$ cat src/video_capture_pkg.sv
package video_capture_pkg;

    ////////////////////////////////////////////////////////////////////
    // camera ports and data widths
    ////////////////////////////////////////////////////////////////////
    localparam int NUM_CAMS = 2;                      // camera ports on the board

    typedef logic [0:0]  cam_idx_t;                   // picks one camera
    typedef logic [7:0]  cam_byte_t;                  // raw byte from the sensor bus
    typedef logic [15:0] rgb565_t;                    // two bytes joined into one pixel
    typedef logic [7:0]  chan8_t;                     // padded output colour channel

    ////////////////////////////////////////////////////////////////////
    // power-up sequencing
    ////////////////////////////////////////////////////////////////////
    localparam int POWER_STEP = 16;                   // cycles between camera releases
    localparam int SEQ_LAST   = POWER_STEP * NUM_CAMS; // step count where the last one goes

    typedef logic [$clog2(SEQ_LAST + 1)-1:0] seq_cnt_t; // holds 0 to SEQ_LAST

    ////////////////////////////////////////////////////////////////////
    // heartbeat
    ////////////////////////////////////////////////////////////////////
    typedef logic [6:0] heartbeat_cnt_t;              // 0 to HEARTBEAT_TICKS

    localparam heartbeat_cnt_t HEARTBEAT_TICKS = 7'd64; // wrap point, 65 cycles a period

    ////////////////////////////////////////////////////////////////////
    // byte pairing FSM
    ////////////////////////////////////////////////////////////////////
    typedef enum logic [1:0] {
        PACK_IDLE = 2'd0,                             // waiting for the first byte
        PACK_HIGH = 2'd1,                             // high byte held
        PACK_OUT  = 2'd2                              // pixel word valid this cycle
    } pack_state_t;

endpackage

$ cat src/cam_power_seq.sv
module cam_power_seq (
    input  logic                                    core_clk,
    input  logic                                    rst_n_i,
    output logic [video_capture_pkg::NUM_CAMS-1:0]  cam_en_o   // camera reset release
);

    video_capture_pkg::seq_cnt_t                step_cnt;      // cycles since reset left
    logic [video_capture_pkg::NUM_CAMS-1:0]     cam_en_q;      // release per camera

    // counter stops at the last release point
    always_ff @(posedge core_clk)
    begin
        if (!rst_n_i)
        begin
            step_cnt <= '0;
        end
        else if (step_cnt != video_capture_pkg::seq_cnt_t'(video_capture_pkg::SEQ_LAST))
        begin
            step_cnt <= step_cnt + 1'b1;                       // keep counting
        end
    end

    // camera k goes free after POWER_STEP*(k+1) edges out of reset
    always_ff @(posedge core_clk)
    begin
        if (!rst_n_i)
        begin
            cam_en_q <= '0;                                    // all cameras held
        end
        else
        begin
            for (int k = 0; k < video_capture_pkg::NUM_CAMS; k++)
            begin
                cam_en_q[k] <= (step_cnt >= video_capture_pkg::seq_cnt_t'(
                    video_capture_pkg::POWER_STEP * (k + 1) - 1)); // held by the stopped counter
            end
        end
    end

    assign cam_en_o = cam_en_q;

    // the packers rely on an enable that only ever rises
    a_en_sticky : assert property (
        @(posedge core_clk) disable iff (!rst_n_i)
        1'b1 |=> ((cam_en_o & $past(cam_en_o)) == $past(cam_en_o))
    )
    else $error("camera enable dropped after release");

endmodule

$ cat src/cmos_pixel_packer.sv
module cmos_pixel_packer (
    input  logic                           core_clk,
    input  logic                           rst_n_i,
    input  logic                           cam_en_i,    // from power sequencer
    input  logic                           vsync_i,     // frame sync from sensor
    input  logic                           href_i,      // line valid from sensor
    input  video_capture_pkg::cam_byte_t   data_i,      // sensor byte
    output video_capture_pkg::rgb565_t     pix_data_o,  // joined pixel
    output logic                           pix_de_o,    // one cycle per pixel
    output logic                           pix_vs_o     // vsync, aligned with data
);

    logic                            vsync_d;     // input stage
    logic                            href_d;
    video_capture_pkg::cam_byte_t    data_d;
    video_capture_pkg::cam_byte_t    hi_byte;     // first byte of the pair
    video_capture_pkg::rgb565_t      pix_word;    // joined word
    video_capture_pkg::pack_state_t  state;
    logic                            vs_q;        // second vsync stage

    ////////////////////////////////////////////////////////////////////
    // input register
    ////////////////////////////////////////////////////////////////////
    always_ff @(posedge core_clk)
    begin
        if (!rst_n_i)
        begin
            vsync_d <= 1'b0;
            href_d  <= 1'b0;
        end
        else
        begin
            vsync_d <= vsync_i;
            href_d  <= href_i;
        end
    end

    always_ff @(posedge core_clk)
    begin
        data_d <= data_i;                                  // raw byte, no reset
    end

    ////////////////////////////////////////////////////////////////////
    // byte pairing
    ////////////////////////////////////////////////////////////////////
    always_ff @(posedge core_clk)
    begin
        if (!rst_n_i)
        begin
            state <= video_capture_pkg::PACK_IDLE;
        end
        else if (!cam_en_i || !href_d)
        begin
            state <= video_capture_pkg::PACK_IDLE;         // line end drops an odd byte
        end
        else
        begin
            unique case (state)
                video_capture_pkg::PACK_IDLE: state <= video_capture_pkg::PACK_HIGH;
                video_capture_pkg::PACK_HIGH: state <= video_capture_pkg::PACK_OUT;
                video_capture_pkg::PACK_OUT:  state <= video_capture_pkg::PACK_HIGH;
                default:                      state <= video_capture_pkg::PACK_IDLE;
            endcase
        end
    end

    // payload follows the state, held in plain registers
    always_ff @(posedge core_clk)
    begin
        if (href_d && state != video_capture_pkg::PACK_HIGH)
        begin
            hi_byte <= data_d;                             // start of a new pair
        end
        if (href_d && state == video_capture_pkg::PACK_HIGH)
        begin
            pix_word <= {hi_byte, data_d};                 // high byte first
        end
    end

    // vsync takes the same two stages as the data
    always_ff @(posedge core_clk)
    begin
        if (!rst_n_i)
        begin
            vs_q <= 1'b0;
        end
        else
        begin
            vs_q <= vsync_d;
        end
    end

    assign pix_data_o = pix_word;
    assign pix_de_o   = (state == video_capture_pkg::PACK_OUT);
    assign pix_vs_o   = vs_q;

    // a camera still in reset must never show a pixel
    a_de_gated : assert property (
        @(posedge core_clk) disable iff (!rst_n_i)
        !cam_en_i |-> !pix_de_o
    )
    else $error("pixel valid while camera disabled");

endmodule

$ cat src/video_out_select.sv
module video_out_select (
    input  logic                                                 core_clk,
    input  logic                                                 rst_n_i,
    input  video_capture_pkg::cam_idx_t                          src_sel_i,  // camera shown
    input  video_capture_pkg::rgb565_t [video_capture_pkg::NUM_CAMS-1:0] pix_data_i,
    input  logic [video_capture_pkg::NUM_CAMS-1:0]               pix_de_i,
    input  logic [video_capture_pkg::NUM_CAMS-1:0]               pix_vs_i,
    output logic                                                 vs_o,
    output logic                                                 de_o,
    output video_capture_pkg::chan8_t                            r_o,
    output video_capture_pkg::chan8_t                            g_o,
    output video_capture_pkg::chan8_t                            b_o
);

    video_capture_pkg::rgb565_t  sel_word;    // word of the chosen camera
    logic                        sel_de;
    logic                        sel_vs;

    ////////////////////////////////////////////////////////////////////
    // source mux
    ////////////////////////////////////////////////////////////////////
    assign sel_word = pix_data_i[src_sel_i];
    assign sel_de   = pix_de_i[src_sel_i];
    assign sel_vs   = pix_vs_i[src_sel_i];

    ////////////////////////////////////////////////////////////////////
    // field swap, zero pad, output register
    ////////////////////////////////////////////////////////////////////
    always_ff @(posedge core_clk)
    begin
        if (!rst_n_i)
        begin
            vs_o <= 1'b0;
            de_o <= 1'b0;
            r_o  <= '0;
            g_o  <= '0;
            b_o  <= '0;
        end
        else
        begin
            vs_o <= sel_vs;
            de_o <= sel_de;
            r_o  <= {sel_word[4:0],   3'b000};             // low field goes to red
            g_o  <= {sel_word[10:5],  2'b00};              // green stays in the middle
            b_o  <= {sel_word[15:11], 3'b000};             // high field goes to blue
        end
    end

    // the select must name a camera that exists
    a_sel_range : assert property (
        @(posedge core_clk) disable iff (!rst_n_i)
        int'(src_sel_i) < video_capture_pkg::NUM_CAMS
    )
    else $error("source select out of range");

endmodule

$ cat src/heartbeat_led.sv
module heartbeat_led (
    input  logic  core_clk,
    input  logic  rst_n_i,
    output logic  heart_beat_o    // board LED
);

    video_capture_pkg::heartbeat_cnt_t  beat_cnt;   // cycles in the current half period
    logic                               wrap;       // last count of the half period

    assign wrap = (beat_cnt == video_capture_pkg::HEARTBEAT_TICKS);

    always_ff @(posedge core_clk)
    begin
        if (!rst_n_i)
        begin
            beat_cnt <= '0;
        end
        else if (wrap)
        begin
            beat_cnt <= '0;                                // start next half period
        end
        else
        begin
            beat_cnt <= beat_cnt + 1'b1;
        end
    end

    // LED comes out of reset lit
    always_ff @(posedge core_clk)
    begin
        if (!rst_n_i)
        begin
            heart_beat_o <= 1'b1;
        end
        else if (wrap)
        begin
            heart_beat_o <= ~heart_beat_o;                 // flip once per wrap
        end
    end

endmodule

$ cat src/video_capture_top.sv
module video_capture_top (
    input  logic                                                  core_clk,
    input  logic                                                  rst_n_i,
    input  logic [video_capture_pkg::NUM_CAMS-1:0]                cam_vsync_i,
    input  logic [video_capture_pkg::NUM_CAMS-1:0]                cam_href_i,
    input  video_capture_pkg::cam_byte_t [video_capture_pkg::NUM_CAMS-1:0] cam_data_i,
    input  video_capture_pkg::cam_idx_t                           src_sel_i,
    output logic [video_capture_pkg::NUM_CAMS-1:0]                cam_rstn_o,
    output logic                                                  vs_o,
    output logic                                                  de_o,
    output video_capture_pkg::chan8_t                             r_o,
    output video_capture_pkg::chan8_t                             g_o,
    output video_capture_pkg::chan8_t                             b_o,
    output logic                                                  heart_beat_o
);

    logic [video_capture_pkg::NUM_CAMS-1:0]                      cam_en;   // per camera release
    video_capture_pkg::rgb565_t [video_capture_pkg::NUM_CAMS-1:0] pix_data; // packer words
    logic [video_capture_pkg::NUM_CAMS-1:0]                      pix_de;
    logic [video_capture_pkg::NUM_CAMS-1:0]                      pix_vs;

    ////////////////////////////////////////////////////////////////////
    // camera power-up
    ////////////////////////////////////////////////////////////////////
    cam_power_seq u_power_seq (
        .core_clk (core_clk),
        .rst_n_i  (rst_n_i),
        .cam_en_o (cam_en)
    );

    assign cam_rstn_o = cam_en;                          // same bits drive the sensor resets

    ////////////////////////////////////////////////////////////////////
    // one packer per camera
    ////////////////////////////////////////////////////////////////////
    for (genvar k = 0; k < video_capture_pkg::NUM_CAMS; k++)
    begin : g_cam
        cmos_pixel_packer u_packer (
            .core_clk   (core_clk),
            .rst_n_i    (rst_n_i),
            .cam_en_i   (cam_en[k]),
            .vsync_i    (cam_vsync_i[k]),
            .href_i     (cam_href_i[k]),
            .data_i     (cam_data_i[k]),
            .pix_data_o (pix_data[k]),
            .pix_de_o   (pix_de[k]),
            .pix_vs_o   (pix_vs[k])
        );
    end

    ////////////////////////////////////////////////////////////////////
    // output formatting
    ////////////////////////////////////////////////////////////////////
    video_out_select u_out_select (
        .core_clk   (core_clk),
        .rst_n_i    (rst_n_i),
        .src_sel_i  (src_sel_i),
        .pix_data_i (pix_data),
        .pix_de_i   (pix_de),
        .pix_vs_i   (pix_vs),
        .vs_o       (vs_o),
        .de_o       (de_o),
        .r_o        (r_o),
        .g_o        (g_o),
        .b_o        (b_o)
    );

    heartbeat_led u_heartbeat (
        .core_clk     (core_clk),
        .rst_n_i      (rst_n_i),
        .heart_beat_o (heart_beat_o)                     // alive indicator
    );

endmodule

$ cat config.mk
export PLATFORM = sky130hd
export DESIGN_NAME = video_capture_top
export DESIGN_NICKNAME = d
export VERILOG_FILES = /design/src/video_capture_pkg.sv /design/src/cam_power_seq.sv /design/src/cmos_pixel_packer.sv /design/src/video_out_select.sv /design/src/heartbeat_led.sv /design/src/video_capture_top.sv
export SDC_FILE = /design/constraint.sdc
export NUM_CORES = 1
export LEC_CHECK = 0
export BUFFER_PORTS_ARGS = -buffer_cell sky130_fd_sc_hd__buf_2
export CELL_PAD_IN_SITES_DETAIL_PLACEMENT = 0
export CELL_PAD_IN_SITES_GLOBAL_PLACEMENT = 1
export CORE_MARGIN = 1
export CORE_UTILIZATION = 48
export CTS_BUF_LIST = sky130_fd_sc_hd__clkbuf_8
export CTS_CLUSTER_DIAMETER = 150
export DETAILED_ROUTE_END_ITERATION = 7
export PLACE_DENSITY_LB_ADDON = 0.1
export SYNTH_ARGS = -nofsm -noshare
export SYNTH_HDL_FRONTEND = slang
export SYNTH_SLANG_ARGS = --single-unit
$ cat constraint.sdc
create_clock -name core_clk -period 2.2 [get_ports core_clk]
set_clock_uncertainty 0.15 [all_clocks]
set_input_delay 0.11 -clock core_clk [delete_from_list [all_inputs] [get_ports core_clk]]
set_output_delay 0.11 -clock core_clk [all_outputs]
set_load 0.05 [all_outputs]
==> metrics.yaml <==
cts_root_buffer: "clkbuf_8"
grt-ovfl-total: 0
rsz0062_at_grt: "false"
synth_top_family_by_area: "simple AND/OR/NAND/NOR gates"
wl_per_cell_um: 12.2
clk_pin_slew_ps: 80
hpwl_um: 3080
area_growth_pct: 20.5
diodes: 0
drtIter0Drc: 59
start_util_pct: 50.7
irDropWorstVdd_v: 0.000504
dr.pass1.iters: 4
critPathLaunchType: "flop"
finalWirelength_um: 5020
grt_pass1_wl_um: 8200
synth_area_leaders: "edfxtp_1, dfxtp_1, mux2i_1"
maxSlewHeadroom_pct: 59.8
syn_area_um2: 3520
p_per_area_nw_per_um2: 888
grt_max_degree: 40
numCtsBuffers: 9
cts_hold_buf: 20
track_usage_pct: 14.7
synth_top_area_share_pct: 40.9
clk_path_buf_depth: 2
synthDistinctLibCells: 25
finalSetupViolations: 0
cts_tree: "built"
numPortBuffers: 43
fin_crit_ps: 1660
yosysWarnings: 0
cts_sinks: 108
placementRows: 30
cts.repair.resized: 0
avgSynthCellArea_um2: 14.5
synth_compound_area_share_pct: 1.60
viasPerCell: 4.41
worstHoldPathType: "in -> reg"
ant_nets: 0
pre_cts_slack_ps: 529
ys_ff_latch: 108
tns_ps: 0
vias: 1815
cp-end-kind: "flop"
worstPathMaxFanout: 7
critical_path_class: "reg -> reg"
layout-drive-gt1-share_pct: 19.9
slew_violations: 0
fmax_mhz: 601
grt_pass1_vias: 1760
synth_xor_area_share_pct: 1.49
worstPathRequired_ps: 2280
synth_cells: 243
final_nets: 338
hold_viol: 0
die_x_um: 87.7
layout_setup_ws_ps: 537
ctsHtreeMaxLevel: 3
dieArea_um2: 7680
insertion_delay_ps: 360
antenna_found_initial: 0
coreArea_um2: 6940
synth_top_cell_by_area: "edfxtp_1"
gp_congestion: 0.724
cp.arrival_ps: 1740
status: "finished clean"
worst_pin_slew_ps: 602
drcViolationCount: 0
io_pins: 52
synth_fa_ha_area_share_pct: 1.42
yosys.area_share.simple_pct: 11.0
drv_cap: 0
synth-seq-area-share_pct: 75.0
fin_crit_sh_pct: 75.6
synth_mux_area_share_pct: 5.68
p_leak_uw: 0.00171
postCtsSetupBuffers: 0
die_h_um: 87.7
## power by group
| group | leakage [uW] | total, uW | switching [uW] | internal (uW) |
|---|---|---|---|---|
| Sequential | 0.000934 | 2180 | 27.0 | 2150 |
| Clock | 0.000121 | 1380 | 624 | 754 |
| Combinational | 0.000650 | 215 | 133 | 81.8 |
## path summary, 6_finish.rpt
check | from | endpoint | slack [ps] | depth (start not counted)
worst max-delay path | u_heartbeat.beat_cnt[0]$_SDFF_PP0_ | u_heartbeat.beat_cnt[3]$_SDFF_PP0_ | 540 | 5
worst max register to register | u_heartbeat.beat_cnt[0]$_SDFF_PP0_ | u_heartbeat.beat_cnt[3]$_SDFF_PP0_ | 540 | 5
worst min-delay path | rst_n_i | u_heartbeat.heart_beat_o$_SDFFE_PN1N_ | 90 | 2
worst min register to register | g_cam[1].u_packer.hi_byte[5]$_DFFE_PP_ | g_cam[1].u_packer.pix_data_o[13]$_DFFE_PP_ | 270 | 0
## state kept, by name, summed over array words and instances (netlist names)
register	count
u_out_select.vs_o	1
g_cam.u_packer.href_d	2
u_power_seq.step_cnt	6
g_cam.u_packer.hi_byte	16
u_out_select.g_o	6
u_heartbeat.beat_cnt	7
u_heartbeat.heart_beat_o	1
g_cam.u_packer.vsync_d	2
u_power_seq.cam_en_o	2
u_out_select.b_o	5
u_out_select.r_o	5
g_cam.u_packer.pix_data_o	32
g_cam.u_packer.pix_vs_o	2
g_cam.u_packer.data_d	16
u_out_select.de_o	1
g_cam.u_packer.state	4
## per-layer routing
metal  share of wire [%]  track usage, %
met5                   0               0
met4                 2.2            8.05
met3                 3.0            3.77
met2                  48            24.5
met1                  47            17.6
## cell usage after synthesis (all sizes together)
library cell,number
nand3,8
xor2,4
a21oi,3
mux2i,20
or4b,1
nand2b,4
nor2b,20
dfxtp,60
conb,1
xnor2,2
nand2,8
a32oi,1
ha,4
o31a,1
edfxtp,48
inv,8
or3,3
clkbuf,4
nor2,14
buf,12
o21ai,4
and3,4
and2,9
## critical path, cell delays in order (launching register included)
cell,delay [ps]
dfxtp_1,360
inv_1,70
ha_1,120
or4b_4,460
o21ai_2,290
nor2_1,90
## placed cells by master, fill, tap and decap left out, types with 9 or more instances in the layout
cell type      instances
buf_2                 43
clkbuf_8               9
nor2_1                14
nor2b_1               20
inv_1                  9
dlygate4sd3_1         20
mux2i_1               20
dfxtp_1               60
edfxtp_1              48
and2_1                 9
## kinds of logic after synthesis
family | count (synthesis)
compound gates | 9
xor+xnor | 6
buf+inv | 24
mux | 20
fa+ha+maj | 4
flops | 108
simple gates | 71
other cells | 1
## layout make-up
| type | instances | area, um2 |
|---|---|---|
| clock buffer | 9 | 124 |
| clock inverter | 7 | 115 |
| fill | 540 | 2700 |
| inverter | 8 | 30.0 |
| multi-input combinational | 118 | 776 |
| sequential | 108 | 2640 |
| tap | 96 | 120 |
| timing repair buffer | 66 | 438 |
## stage by stage
stage                     cell area (um2)  cells  total power, uW  hold slack (ps)  utilization, %
after floorplan                      3550    250             2370            -12.3               -
after global placement               3810    376             2410             62.1            54.8
after detailed placement             3810    376             2420             63.6            54.8
after CTS                            4250    412             3800              103            61.1
after global routing                 4250    412             3920              133            61.1
final                                4250    412             3770             91.8            61.1
(Power assumes the default switching activity.)
